<file path="src/dsm_pkg.sv">
/*
 * Shared definitions for the DSM status subsystem
 *   line memory geometry, request and response structs
 *   DSM line offsets and the DSM line address helper
 *   to-host ring geometry, identification words, CSR and ring status
 */
package dsm_pkg;

    // ==================================================
    // Line memory
    // ==================================================

    localparam int n_words_per_line = 4;
    localparam int n_lines = 16;

    typedef logic [$clog2(n_lines)-1:0] t_line_addr;
    typedef logic [n_words_per_line-1:0] t_word_mask;

    // Word 0 sits in the low 32 bits of the line
    typedef logic [n_words_per_line-1:0][31:0] t_line;

    typedef struct packed {
        logic       we;
        t_line_addr addr;
        t_word_mask mask;
        t_line      data;
    } t_mem_req;

    typedef struct packed {
        logic  valid;
        t_line data;
    } t_mem_rsp;

    // ==================================================
    // Host shared layout
    // ==================================================

    // Line offsets relative to the DSM base, fixed by the host driver
    typedef logic [1:0] t_dsm_offset;

    localparam t_dsm_offset off_afu_id = 2'd0;
    localparam t_dsm_offset off_debug = 2'd1;
    localparam t_dsm_offset off_ring_status = 2'd2;
    localparam t_dsm_offset off_poll = 2'd3;

    // Free-running ring count, the low bits select the slot
    typedef logic [3:0] t_ring_cnt;

    localparam t_line_addr ring_base = 4'd8;
    localparam int ring_depth = 8;

    // The identification words fill words 0 to 2 of the ID line
    // Word 3 carries the ring depth so the host can size its reader
    localparam logic [2:0][31:0] afu_id_words = {32'hc000c966, 32'h0d824272, 32'h9aeffe5f};

    typedef struct packed {
        t_line_addr dsm_base;
        logic       dsm_base_valid;
        logic       enable_test;
        logic [1:0] debug_idx;
    } t_csr_state;

    typedef struct packed {
        t_ring_cnt   next_write;
        logic [15:0] sent_total;
    } t_ring_status;

    // DSM lines wrap within the memory
    function automatic t_line_addr dsm_line_addr(t_line_addr base, t_dsm_offset off);
        return base + t_line_addr'(off);
    endfunction

endpackage

</file>
<file path="src/apb_csr.sv">
/*
 * APB slave for the host side
 *   CTRL, DSM_BASE and DEBUG registers with the test and debug pulses
 *   word-wide window into the shared line memory
 */
module apb_csr
(
    input  logic                 clk,
    input  logic                 resetb,
    input  logic                 psel,
    input  logic                 penable,
    input  logic                 pwrite,
    input  logic [11:0]          paddr,
    input  logic [31:0]          pwdata,
    output logic [31:0]          prdata,
    output logic                 pready,
    output logic                 pslverr,
    output dsm_pkg::t_csr_state  csr,
    output logic                 mem_req_valid,
    output dsm_pkg::t_mem_req    mem_req,
    input  logic                 mem_grant,
    input  dsm_pkg::t_mem_rsp    mem_rsp
);
    import dsm_pkg::*;

    localparam logic [11:0] addr_ctrl = 12'h000;
    localparam logic [11:0] addr_base = 12'h004;
    localparam logic [11:0] addr_debug = 12'h008;

    logic access;
    logic sel_ctrl;
    logic sel_base;
    logic sel_debug;
    logic sel_reg;
    logic sel_win;
    logic reg_write;
    logic rd_wait;
    logic [1:0] win_word;

    // ==================================================
    // Address decode
    // ==================================================

    assign access = psel && penable;
    assign sel_ctrl = (paddr == addr_ctrl);
    assign sel_base = (paddr == addr_base);
    assign sel_debug = (paddr == addr_debug);
    assign sel_reg = sel_ctrl || sel_base || sel_debug;

    // The window covers 0x100 to 0x1FC, one 16 byte block per line
    assign sel_win = (paddr[11:8] == 4'h1);
    assign win_word = paddr[3:2];

    assign reg_write = access && pwrite && sel_reg;

    // Registers and unmapped addresses finish at once
    // Window writes finish on the grant, reads when the line comes back
    always_comb
    begin
        pready = 1'b0;
        if (access)
        begin
            if (!sel_win)
                pready = 1'b1;
            else if (pwrite)
                pready = mem_grant;
            else
                pready = rd_wait && mem_rsp.valid;
        end
    end

    assign pslverr = access && !sel_win && !sel_reg;

    always_comb
    begin
        prdata = '0;
        if (access)
        begin
            if (sel_ctrl)
                prdata = {31'b0, csr.dsm_base_valid};
            else if (sel_base)
                prdata = 32'(csr.dsm_base);
            else if (sel_win && !pwrite)
                prdata = mem_rsp.data[win_word];
        end
    end

    // ==================================================
    // Memory window
    // ==================================================

    // Stop requesting once a read is granted and only the data is awaited
    assign mem_req_valid = access && sel_win && !rd_wait;

    always_comb
    begin
        mem_req.we = pwrite;
        mem_req.addr = paddr[7:4];
        mem_req.mask = t_word_mask'(1) << win_word;
        // Every word carries the write data, the mask picks the one that lands
        mem_req.data = {n_words_per_line{pwdata}};
    end

    always_ff @(posedge clk)
    begin
        if (!resetb)
            rd_wait <= 1'b0;
        else if (mem_grant && !pwrite)
            rd_wait <= 1'b1;
        else if (rd_wait && mem_rsp.valid)
            rd_wait <= 1'b0;
    end

    // ==================================================
    // Control registers
    // ==================================================

    always_ff @(posedge clk)
    begin
        if (!resetb)
        begin
            csr <= '0;
        end
        else
        begin
            // Both pulses last exactly one cycle
            csr.enable_test <= reg_write && sel_ctrl && pwdata[1];
            csr.debug_idx <= (reg_write && sel_debug) ? pwdata[1:0] : 2'b0;
            if (reg_write && sel_ctrl)
                csr.dsm_base_valid <= pwdata[0];
            if (reg_write && sel_base)
                csr.dsm_base <= pwdata[3:0];
        end
    end

endmodule

</file>
<file path="src/line_arbiter.sv">
/*
 * Round-robin arbiter in front of the line memory
 *   one grant per cycle, registered routing of read responses
 */
module line_arbiter
#(
    parameter int n_clients = 3,
    parameter type req_t = dsm_pkg::t_mem_req
)
(
    input  logic                 clk,
    input  logic                 resetb,
    input  logic [n_clients-1:0] req_valid,
    input  req_t                 reqs [n_clients],
    output logic [n_clients-1:0] grant,
    output logic                 mem_en,
    output req_t                 mem_req,
    input  dsm_pkg::t_mem_rsp    mem_rsp,
    output dsm_pkg::t_mem_rsp    rsps [n_clients]
);

    localparam int idx_w = (n_clients > 1) ? $clog2(n_clients) : 1;

    logic [idx_w-1:0] ptr;
    logic [idx_w-1:0] sel;
    logic [idx_w-1:0] last_idx;
    logic last_rd;

    // Search from the pointer upward and take the first valid client
    always_comb
    begin
        int idx;
        sel = ptr;
        mem_en = 1'b0;
        for (int k = 0; k < n_clients; k++)
        begin
            idx = (int'(ptr) + k) % n_clients;
            if (!mem_en && req_valid[idx])
            begin
                mem_en = 1'b1;
                sel = idx_w'(idx);
            end
        end
    end

    assign grant = mem_en ? (n_clients'(1) << sel) : '0;
    assign mem_req = reqs[sel];

    // The pointer moves past the winner, so it has lowest priority next time
    always_ff @(posedge clk)
    begin
        if (!resetb)
        begin
            ptr <= '0;
            last_rd <= 1'b0;
        end
        else
        begin
            last_rd <= mem_en && !mem_req.we;
            if (mem_en)
                ptr <= (sel == idx_w'(n_clients - 1)) ? '0 : sel + 1'b1;
        end
    end

    always_ff @(posedge clk)
    begin
        last_idx <= sel;
    end

    // The memory answers one cycle after the grant, only the reader sees valid
    always_comb
    begin
        for (int i = 0; i < n_clients; i++)
        begin
            rsps[i].valid = mem_rsp.valid && last_rd && (last_idx == idx_w'(i));
            rsps[i].data = mem_rsp.data;
        end
    end

endmodule

</file>
<file path="src/line_memory.sv">
/*
 * Single-port line memory holding the DSM
 *   word write enables, registered read data
 */
module line_memory
(
    input  logic              clk,
    input  logic              en,
    input  dsm_pkg::t_mem_req req,
    output dsm_pkg::t_mem_rsp rsp
);
    import dsm_pkg::*;

    t_line mem [n_lines];

    always_ff @(posedge clk)
    begin
        if (en && req.we)
        begin
            for (int w = 0; w < n_words_per_line; w++)
            begin
                if (req.mask[w])
                    mem[req.addr][w] <= req.data[w];
            end
        end
    end

    // Read data lands one cycle after the request, flagged by valid
    always_ff @(posedge clk)
    begin
        rsp.valid <= en && !req.we;
        rsp.data <= mem[req.addr];
    end

endmodule

</file>
<file path="src/status_manager.sv">
/*
 * Status manager for the host link
 *   poll reader that brings the host read count into host_read
 *   writer for the ID, debug and ring status lines of the DSM
 */
module status_manager
(
    input  logic                  clk,
    input  logic                  resetb,
    input  dsm_pkg::t_csr_state   csr,
    input  dsm_pkg::t_ring_status ring,
    output dsm_pkg::t_ring_cnt    host_read,
    output logic                  mem_req_valid,
    output dsm_pkg::t_mem_req     mem_req,
    input  logic                  mem_grant,
    input  dsm_pkg::t_mem_rsp     mem_rsp
);
    import dsm_pkg::*;

    typedef enum logic {rd_poll, rd_wait} t_rd_state;
    typedef enum logic {wr_idle, wr_busy} t_wr_state;

    t_rd_state rd_state;
    t_wr_state wr_state;

    logic rd_req;
    logic wr_go;
    logic sel_wr;
    // Set while an offered write waits for its grant
    logic wr_shown;

    logic id_pend;
    logic dbg_pend;
    logic [1:0] dbg_idx;
    t_ring_cnt last_nw;

    logic load_id;
    logic load_dbg;
    logic load_stat;

    t_dsm_offset wr_off;
    t_line wr_line;

    t_line id_line;
    t_line dbg_line;
    t_line stat_line;

    // ==================================================
    // Line images
    // ==================================================

    always_comb
    begin
        id_line = '0;
        id_line[2:0] = afu_id_words;
        id_line[3] = 32'(ring_depth);

        // Word 3 echoes the request so the host knows which dump it sees
        dbg_line = '0;
        dbg_line[3] = 32'(dbg_idx);
        case (dbg_idx)
            2'd1: dbg_line[0] = 32'(ring.next_write);
            2'd2: dbg_line[0] = 32'(host_read);
            2'd3: dbg_line[0] = 32'(ring.sent_total);
            default: dbg_line[0] = '0;
        endcase

        stat_line = '0;
        stat_line[0] = 32'(ring.next_write);
        stat_line[1] = 32'(ring.sent_total);
    end

    // ==================================================
    // Shared client port
    // ==================================================

    assign rd_req = (rd_state == rd_poll) && csr.dsm_base_valid;
    assign wr_go = (wr_state == wr_busy) && csr.dsm_base_valid;

    // The reader wins a tie, but a write already on the port stays there
    assign sel_wr = wr_go && (wr_shown || !rd_req);
    assign mem_req_valid = rd_req || wr_go;

    always_comb
    begin
        if (sel_wr)
        begin
            mem_req.we = 1'b1;
            mem_req.addr = dsm_line_addr(csr.dsm_base, wr_off);
            mem_req.mask = '1;
            mem_req.data = wr_line;
        end
        else
        begin
            mem_req.we = 1'b0;
            mem_req.addr = dsm_line_addr(csr.dsm_base, off_poll);
            mem_req.mask = '0;
            mem_req.data = '0;
        end
    end

    // ==================================================
    // Poll reader
    // ==================================================

    always_ff @(posedge clk)
    begin
        if (!resetb)
        begin
            rd_state <= rd_poll;
            host_read <= '0;
        end
        else
        begin
            case (rd_state)
                rd_poll:
                begin
                    if (rd_req && !sel_wr && mem_grant)
                        rd_state <= rd_wait;
                end
                default:
                begin
                    // Word 0 of the poll line is the host's read count
                    if (mem_rsp.valid)
                    begin
                        host_read <= t_ring_cnt'(mem_rsp.data[0]);
                        rd_state <= rd_poll;
                    end
                end
            endcase
        end
    end

    // ==================================================
    // Status writer
    // ==================================================

    // Pick the next write in priority order while idle and the DSM is known
    always_comb
    begin
        load_id = 1'b0;
        load_dbg = 1'b0;
        load_stat = 1'b0;
        if (wr_state == wr_idle && csr.dsm_base_valid)
        begin
            if (id_pend)
                load_id = 1'b1;
            else if (dbg_pend)
                load_dbg = 1'b1;
            else if (ring.next_write != last_nw)
                load_stat = 1'b1;
        end
    end

    always_ff @(posedge clk)
    begin
        if (!resetb)
        begin
            wr_state <= wr_idle;
            wr_shown <= 1'b0;
            // The ID line goes out as soon as the DSM base is valid
            id_pend <= 1'b1;
            dbg_pend <= 1'b0;
            last_nw <= '0;
        end
        else
        begin
            wr_shown <= sel_wr && !mem_grant;
            if (load_id || load_dbg || load_stat)
                wr_state <= wr_busy;
            else if (sel_wr && mem_grant)
                wr_state <= wr_idle;

            if (load_id)
                id_pend <= 1'b0;
            if (load_dbg)
                dbg_pend <= 1'b0;
            if (load_stat)
                last_nw <= ring.next_write;

            // New requests arriving now override the clears above
            if (csr.enable_test)
                id_pend <= 1'b1;
            if (csr.debug_idx != 2'b0)
                dbg_pend <= 1'b1;
        end
    end

    // The chosen line is frozen so a held request never changes
    always_ff @(posedge clk)
    begin
        if (csr.debug_idx != 2'b0)
            dbg_idx <= csr.debug_idx;

        if (load_id)
        begin
            wr_off <= off_afu_id;
            wr_line <= id_line;
        end
        else if (load_dbg)
        begin
            wr_off <= off_debug;
            wr_line <= dbg_line;
        end
        else if (load_stat)
        begin
            wr_off <= off_ring_status;
            wr_line <= stat_line;
        end
    end

endmodule

</file>
<file path="src/ring_writer.sv">
/*
 * To-host ring writer
 *   takes one message at a time under credit and writes it as a ring line
 */
module ring_writer
(
    input  logic                  clk,
    input  logic                  resetb,
    input  logic                  msg_valid,
    input  logic [31:0]           msg_data,
    output logic                  msg_ready,
    input  dsm_pkg::t_ring_cnt    host_read,
    output dsm_pkg::t_ring_status ring,
    output logic                  mem_req_valid,
    output dsm_pkg::t_mem_req     mem_req,
    input  logic                  mem_grant
);
    import dsm_pkg::*;

    logic busy;
    logic ready;
    logic accept;
    logic [31:0] msg_q;
    t_ring_cnt nw_inc;

    // A slot is free while fewer than ring_depth lines are unread by the host
    function automatic logic has_credit(t_ring_cnt wr, t_ring_cnt rd);
        t_ring_cnt used;
        used = wr - rd;
        return used < t_ring_cnt'(ring_depth);
    endfunction

    assign msg_ready = ready;
    assign accept = msg_valid && ready;
    assign nw_inc = ring.next_write + 1'b1;

    // ==================================================
    // Accept and write control
    // ==================================================

    always_ff @(posedge clk)
    begin
        if (!resetb)
        begin
            busy <= 1'b0;
            ready <= 1'b0;
            ring <= '0;
        end
        else if (accept)
        begin
            busy <= 1'b1;
            ready <= 1'b0;
        end
        else if (busy && mem_grant)
        begin
            // The line is in memory, move both counts on together
            busy <= 1'b0;
            ring.next_write <= nw_inc;
            ring.sent_total <= ring.sent_total + 1'b1;
            ready <= has_credit(nw_inc, host_read);
        end
        else if (!busy)
        begin
            ready <= has_credit(ring.next_write, host_read);
        end
    end

    always_ff @(posedge clk)
    begin
        if (accept)
            msg_q <= msg_data;
    end

    // ==================================================
    // Ring line request
    // ==================================================

    assign mem_req_valid = busy;

    always_comb
    begin
        mem_req.we = 1'b1;
        mem_req.addr = ring_base + t_line_addr'(ring.next_write[$clog2(ring_depth)-1:0]);
        mem_req.mask = '1;
        mem_req.data = '0;
        mem_req.data[0] = msg_q;
        // Sequence number before this message is counted
        mem_req.data[1] = 32'(ring.sent_total);
    end

endmodule

</file>
<file path="src/status_top.sv">
/*
 * Top level of the DSM status subsystem
 *   APB slave, status manager and ring writer share the line memory
 */
module status_top
(
    input  logic        clk,
    input  logic        resetb,
    input  logic        psel,
    input  logic        penable,
    input  logic        pwrite,
    input  logic [11:0] paddr,
    input  logic [31:0] pwdata,
    output logic [31:0] prdata,
    output logic        pready,
    output logic        pslverr,
    input  logic        msg_valid,
    input  logic [31:0] msg_data,
    output logic        msg_ready
);
    import dsm_pkg::*;

    // Client order on the arbiter is APB window, status manager, ring writer
    localparam int n_clients = 3;

    t_csr_state csr;
    t_ring_status ring;
    t_ring_cnt host_read;

    logic [n_clients-1:0] req_valid;
    logic [n_clients-1:0] grant;
    t_mem_req reqs [n_clients];
    t_mem_rsp rsps [n_clients];

    logic mem_en;
    t_mem_req mem_req;
    t_mem_rsp mem_rsp;

    apb_csr u_apb_csr
    (
        .clk           (clk),
        .resetb        (resetb),
        .psel          (psel),
        .penable       (penable),
        .pwrite        (pwrite),
        .paddr         (paddr),
        .pwdata        (pwdata),
        .prdata        (prdata),
        .pready        (pready),
        .pslverr       (pslverr),
        .csr           (csr),
        .mem_req_valid (req_valid[0]),
        .mem_req       (reqs[0]),
        .mem_grant     (grant[0]),
        .mem_rsp       (rsps[0])
    );

    status_manager u_status_manager
    (
        .clk           (clk),
        .resetb        (resetb),
        .csr           (csr),
        .ring          (ring),
        .host_read     (host_read),
        .mem_req_valid (req_valid[1]),
        .mem_req       (reqs[1]),
        .mem_grant     (grant[1]),
        .mem_rsp       (rsps[1])
    );

    // Writes only, so its response slot stays unread
    ring_writer u_ring_writer
    (
        .clk           (clk),
        .resetb        (resetb),
        .msg_valid     (msg_valid),
        .msg_data      (msg_data),
        .msg_ready     (msg_ready),
        .host_read     (host_read),
        .ring          (ring),
        .mem_req_valid (req_valid[2]),
        .mem_req       (reqs[2]),
        .mem_grant     (grant[2])
    );

    line_arbiter #(
        .n_clients (n_clients),
        .req_t     (t_mem_req)
    ) u_line_arbiter
    (
        .clk       (clk),
        .resetb    (resetb),
        .req_valid (req_valid),
        .reqs      (reqs),
        .grant     (grant),
        .mem_en    (mem_en),
        .mem_req   (mem_req),
        .mem_rsp   (mem_rsp),
        .rsps      (rsps)
    );

    line_memory u_line_memory
    (
        .clk (clk),
        .en  (mem_en),
        .req (mem_req),
        .rsp (mem_rsp)
    );

endmodule

</file>
<file path="config.mk">
export PLATFORM = sky130hd
export DESIGN_NAME = status_top
export DESIGN_NICKNAME = d
export VERILOG_FILES = /design/src/dsm_pkg.sv /design/src/apb_csr.sv /design/src/line_arbiter.sv /design/src/line_memory.sv /design/src/status_manager.sv /design/src/ring_writer.sv /design/src/status_top.sv
export SDC_FILE = /design/constraint.sdc
export NUM_CORES = 2
export LEC_CHECK = 0
export ABC_CLOCK_PERIOD_IN_PS = 6700
export BUFFER_PORTS_ARGS = -buffer_cell sky130_fd_sc_hd__buf_4
export CAP_MARGIN = 30
export CORE_ASPECT_RATIO = 1.1
export CORE_UTILIZATION = 40
export DETAILED_ROUTE_END_ITERATION = 10
export PLACE_DENSITY = 0.51
export SYNTH_ARGS = -nofsm -noshare
export SYNTH_HDL_FRONTEND = slang
export SYNTH_SLANG_ARGS = --single-unit
</file>
<file path="constraint.sdc">
create_clock -name clk -period 6.7 [get_ports clk]
set_clock_uncertainty 0.05 [all_clocks]
set_input_delay 0.335 -clock clk [delete_from_list [all_inputs] [get_ports clk]]
set_output_delay 0.335 -clock clk [all_outputs]
set_load 0.03 [all_outputs]
</file>
### Word level (Yosys, flattened, before mapping)

Memory sizes are Yosys's and may differ from the RTL's. A register that Yosys moved wholly into a read port is not among the register bits.
Cells that the tools add are included.

* bitwise operators: 5
* $mul: 0
* shifts and indexed selects: 2
* div/mod/pow operators: 3
* $add $sub $neg: 10
* mux-type cells: 69
* equality and inequality tests: 10
* $lt $le $gt $ge: 7
* reduce and logical (&&, ||, !) cells: 61

Operators with widths (count)
* 137-bit 2-to-1 mux: 3
* 137-bit binary-select mux with 2-bit select: 1
* 100-bit 2-to-1 mux: 2
* 32-bit 2-to-1 mux: 5
* 32-bit by 4-bit < comparator with 1-bit output, second input constant: 3
* 32-bit binary-select mux with 2-bit select: 1
* 32-bit by 3-bit modulo with 32-bit output, second input constant: 2
* 1-bit 2-to-1 mux: 48
* 16-bit case mux with 3 select lines: 1
* 3-bit by 3-bit modulo with 32-bit output, second input constant: 1
* 1-bit logical AND: 31
* 16-bit by 1-bit adder with 16-bit output, second input constant: 1
* 12-bit by 3-bit == test with 1-bit output, second input constant: 1
* 12-bit by 4-bit == test with 1-bit output, second input constant: 1
* 12-bit logical NOT: 1
* 2-bit nonzero test: 6
* 1-bit logical NOT: 10
* 4-bit < comparator, second input constant: 2
* 2-bit 2-to-1 mux: 4
* 4-bit subtractor: 2
* 1-bit binary-select mux with 2-bit select: 3
* 2-bit == test, second input constant: 3
* 1-bit logical OR: 6
* 2-bit AND reduction: 3
* 20 further kinds: 26

* logic and storage cells: 197
* flip-flop bits (word level): 152
* bits in latches: 0
* memories kept: 1
* bits in writable memories: 2048
* input bits: 82
* output and inout port bits: 35
* ROM bits: 0

Memories
* u_line_memory.mem: depth 16, bits a word 128, read ports 1, clocked after Yosys merged registers in 1, wr ports 1, line line_memory.sv:14 `t_line mem [n_lines];`

### Depth between registers and ports, before layout

* depth after elaboration: 20
* gate-level depth with buffers: 17

### Modules after synthesis

From an unflattened synthesis, not the netlist that was laid out.

* cell total of the unflattened synthesis: 5192
* area, all modules: 94872.2 um^2

By module, submodules not included
* line_memory: cells an instance 3345, area an instance 79349.9 um^2, times used 1
* line_arbiter: cells an instance 930, area an instance 6862.8 um^2, times used 1
* status_manager: cells an instance 384, area an instance 3244.4 um^2, times used 1
* ring_writer: cells an instance 262, area an instance 2887.8 um^2, times used 1
* apb_csr: cells an instance 271, area an instance 2527.4 um^2, times used 1

### Least setup slack after synthesis

OpenSTA, ideal clock, no wires.

* path type: reg2reg
* from: register, netlist name u_apb_csr.csr[3]
* to: memory u_line_memory.mem[8][0] (netlist name), enable pin
* buffers on the path: 3
* data arrival time: 5.479 ns
* setup slack: 0.710 ns
* stages on the path, launching flop included: 15
* cell sequence: dfxtp_1 > clkbuf_1 > o211ai_1 > or2_2 > ha_1 > nand3_1 > a32oi_1 > a221o_1 > o22ai_1 > mux2i_1 > nor3_1 > clkbuf_1 > buf_2 > nand2_1 > nor3_1

* word-level cells in the longest chain between the ends: 19

RTL lines
* 1-bit logical AND, on equally long branches: line status_manager.sv:77, status_manager.sv:78
* 1-bit logical OR: line status_manager.sv:82 `assign mem_req_valid = rd_req || wr_go;`
* 1-bit binary-select mux with 2-bit select: line line_arbiter.sv:38 `if (!mem_en && req_valid[idx])`
* 1-bit 2-to-1 mux (implied by the code) (2 in series): line line_arbiter.sv:38
* 1-bit 2-to-1 mux: line line_arbiter.sv:38
* 1-bit logical NOT: line line_arbiter.sv:38
* 1-bit logical AND: line line_arbiter.sv:38
* 1-bit 2-to-1 mux: line line_arbiter.sv:38
* 1-bit logical NOT: line line_arbiter.sv:38
* 1-bit logical AND: line line_arbiter.sv:38
* 2-bit 2-to-1 mux: line line_arbiter.sv:38
* 2-bit inverter with 3-bit output (implied by the code): line line_arbiter.sv:47 `assign mem_req = reqs[sel];`
* 137-bit binary-select mux with 2-bit select: line line_arbiter.sv:47
* 137-bit 2-to-1 mux (implied by the code) (2 in series): line line_arbiter.sv:47
* 1-bit 2-to-1 mux or 1-bit logical AND (tied branches): line line_memory.sv:22, line_memory.sv:18
* 1-bit 2-to-1 mux: line line_memory.sv:18 `if (en && req.we)`
* 1-bit 2-to-1 mux (implied by the code): line line_memory.sv:23 `mem[req.addr][w] <= req.data[w];`
* to (decl): line line_memory.sv:14

Parallel ways exist; a longest one is shown, timed or not. The select of a mux whose other input is x is not followed.

### Worst setup path in the final report

* from: register u_line_arbiter.ptr[1]
* to: memory u_line_memory.mem[12][20] (netlist name), enable pin

* word-level cells in the longest chain between the ends: 18

RTL lines
* from (decl): line line_arbiter.sv:24 `logic [idx_w-1:0] ptr;`
* from (signal assigned): line line_arbiter.sv:61 `ptr <= (sel == idx_w'(n_clients - 1)) ? '0 : sel + 1'b1;`
* parallel branches: the longest is 18 deep, another holds 32-bit by 3-bit modulo with 32-bit output

Several ways; the timed one is not identified. The select of a mux whose other input is x is not followed.

==> flow_summary.toml <==
[run_status]
status = "finished, final reports clean"

[placed_design]
dp_hpwl_um = 177000
dp_slack_ps = 1210
place_congestion = 0.975
port_buffers = 116

[final_layout]
mostFrequentLayoutCell = "edfxtp_1"
final_net_count = 6488
syn_to_final_growth_pct = 14.5
final_cell_mix = "2082 x edfxtp_1, 741 x nand2_1, 524 x and3_1"
layout-drive-gt1-share = 0.124

[routing]
finalWirelength_um = 318000
wl_met1_um = 128000
drt_iter0_drc = 6093
ant_nets = 0
dr_total_vias = 58700
routed.top_layer = "met5"
viasPerCell = 6.05
drt_pass1_iterations = 6
met2WireLength_um = 152000
routedWlPerCell_um = 32.7
met3WireLength_um = 22100
drc_errors = 0

[die]
num_rows = 184
core_mm2 = 0.229
die_width_um = 460
io_pins = 117
initial_core_util = 0.403
die_h_um = 506
die_area_mm2 = 0.233

[sta]
final.period_utilization = 0.830
rsz0062_at_grt = "false"
hold_viol = 0
timing.final.ws_setup_ps = 1140
slew_headroom = 0.270
timing.final.crit_period_ps = 5560
setup_viol = 0
fin_setup_tns_ps = 0
fin_hold_ws_ps = 98.1
tightestPinTransition_ps = 1100
slew_violations = 0
fmax_ghz = 0.180

[clocking]
cts_root_buffer = "clkbuf_16"
htreeDepth = 4
clockBufferDepth = 3
cts_made_buffers = 234
clk_pin_slew_ps = 70
cts_tree = "yes"
clock-sinks = 2297
clk_latency_ps = 890
cts_setup_buffers = 0

[synthesis]
avgSynthCellArea_um2 = 14.6
synth-edff-count = 2082
synth.distinct_cells = 73
syn_nets = 6424
synth_ff_type = "edfxtp_1"
yosysTopAreaCellShare = 0.678
ys_seq_area_frac = 0.724
synth.area.top_cells = "edfxtp_1 68%, dfxtp_1 4.7%, and3_1 3.6%"
syn_inst = 6331
synth_warnings = 0
ys_async_sr_fraction = 0
synth_area_mm2 = 0.0923
synth-seq-cells = 2297
synth_area_leader_cell = "edfxtp_1"

[global_route]
antenna_found_initial = 40
grt_pass1_wl_um = 440000
grt.total_usage = 0.269
overflow = 0
grt_pass1_vias = 56300
grt_max_degree = 243

[critical_path]
worstSetupEndpointType = "register"
reg2reg_depth = 11
critPathKind = "reg2reg"
crit_required_ps = 7140
r2r_end = "u_line_memory.mem[12][20]"
rrSetupSlack_ps = 1140
r2r-start = "u_line_arbiter.ptr[1]"
cp-start-kind = "register"
crit_arrival_ps = 6000
crit_path_max_fanout = 63
worstSetupStartpoint = "u_line_arbiter.ptr[1]"

[power]
seq_power_share = 0.473
p_comb_frac = 0.190
p_per_area_mw_per_mm2 = 362
power_switching_uw = 12100
finalPower_uw = 38200
clockPowerShare = 0.337
p_leak_uw = 0.0361
ir_drop_v = 0.000289
internal_power_uw = 26200
swShare = 0.316

[flow_run]
maxCapViolCount = 0

[worst_hold_path]
hold_start = "pwdata[21]"
min_path_type = "in2reg"
whs_endpoint = "u_line_memory.mem[0][53]"
whs_path_depth = 2
-- area by class of cell --
cell class	instances	area (um^2)
clock buffers	344	6690
clock inverters	102	926
repair buffers	366	3360
well taps	3069	3840
fillers	20100	123000
multi-input cells	3462	23800
diodes	33	82.6
inverters	34	128
flip-flops and latches	2297	66800
-- routing by layer --
metal / vias up / GRT usage
met3: 550 / 0.0460
met1: 30600 / 0.348
met5: - / 0
met4: 10 / 0.140
li1: 25100 / -
met2: 2421 / 0.433
-- cell usage after synthesis (all sizes together), types with 34 or more instances --
cell type and count:
edfxtp 2082, o2111ai 127, o211ai 260, and2 48
nand2 743, a21oi 151, clkbuf 441, a221o 41
a2111o 127, o21ai 152, inv 34, buf 97
nor4b 128, a21boi 390, a31oi 131, nor3 37
mux2i 152, nor2 72, dfxtp 215, a311oi 127
and3 534
-- metrics by stage --
stage | area (um^2) | utilization | std cells
6_report | 106000 | 0.462 | 9707
5_1_grt | 106000 | 0.461 | 9685
4_1_cts | 106000 | 0.461 | 9672
3_5_place_dp | 97400 | 0.426 | 9175
3_3_place_gp | 97300 | 0.425 | 9168
2_1_floorplan | 92300 | - | 6331
-- kinds of logic after synthesis --
kind of cell	share of synthesized area
flip-flops	0.724
adder cells (fa/ha/maj)	0.00157
XOR/XNOR	0.00228
AO/OA/AOI/OAI	0.129
AND/OR/NAND/NOR	0.0935
multiplexers	0.0249
buffers and inverters	0.0245
-- power by group through the flow --
| stage | clock [uW] | sequential, uW | combinational, uW |
|---|---|---|---|
| 6_report | 12900 | 18100 | 7260 |
| 5_1_grt | 13600 | 18000 | 7640 |
| 4_1_cts | 13100 | 18000 | 7200 |
| 3_5_place_dp | 0 | 18300 | 7160 |
| 3_3_place_gp | 0 | 18300 | 7030 |
| 2_1_floorplan | 0 | 17300 | 4160 |
-- flip-flops by register name (all words and copies together), names as in the netlist, 2 cells and up --
signal / cells
u_status_manager.dbg_idx: 2
u_ring_writer.ring: 4
u_status_manager.wr_line: 35
u_status_manager.wr_off: 2
u_ring_writer.mem_req: 16
u_line_memory.rsp: 129
u_status_manager.last_nw: 4
u_line_arbiter.ptr: 2
u_status_manager.host_read: 4
u_line_arbiter.last_idx: 2
u_ring_writer.msg_q: 32
u_line_memory.mem: 2048
u_apb_csr.csr: 8
-- critical path, cell delays in order (launching register included) --
cell and delay, ps:
dfxtp_1 380, inv_1 60, ha_1 340, and3b_1 270
o31ai_1 480, o21ai_0 270, o31ai_1 360, a21o_4 600
and2_4 810, nand2_1 670, nor2_4 210, buf_4 570
-- how the worst max path moves through the flow --
stage                           endpoint  slack [ps]  cells after the start
2_1_floorplan    u_line_memory.mem[8][0]         710                     14
3_3_place_gp   u_line_memory.mem[12][69]        1250                     12
3_5_place_dp   u_line_memory.mem[12][70]        1210                     11
4_1_cts        u_line_memory.mem[12][20]        1200                     11
5_1_grt        u_line_memory.mem[11][97]         870                     12
6_report       u_line_memory.mem[12][20]        1140                     11
-- timing repair --
item / 4_1_cts / 5_1_grt
endpoints found under the hold margin: 80 / 0
gates resized for setup: 0 / 0
hold buffers: 51 / 0
No activity file was read; power rests on OpenSTA's default activity.
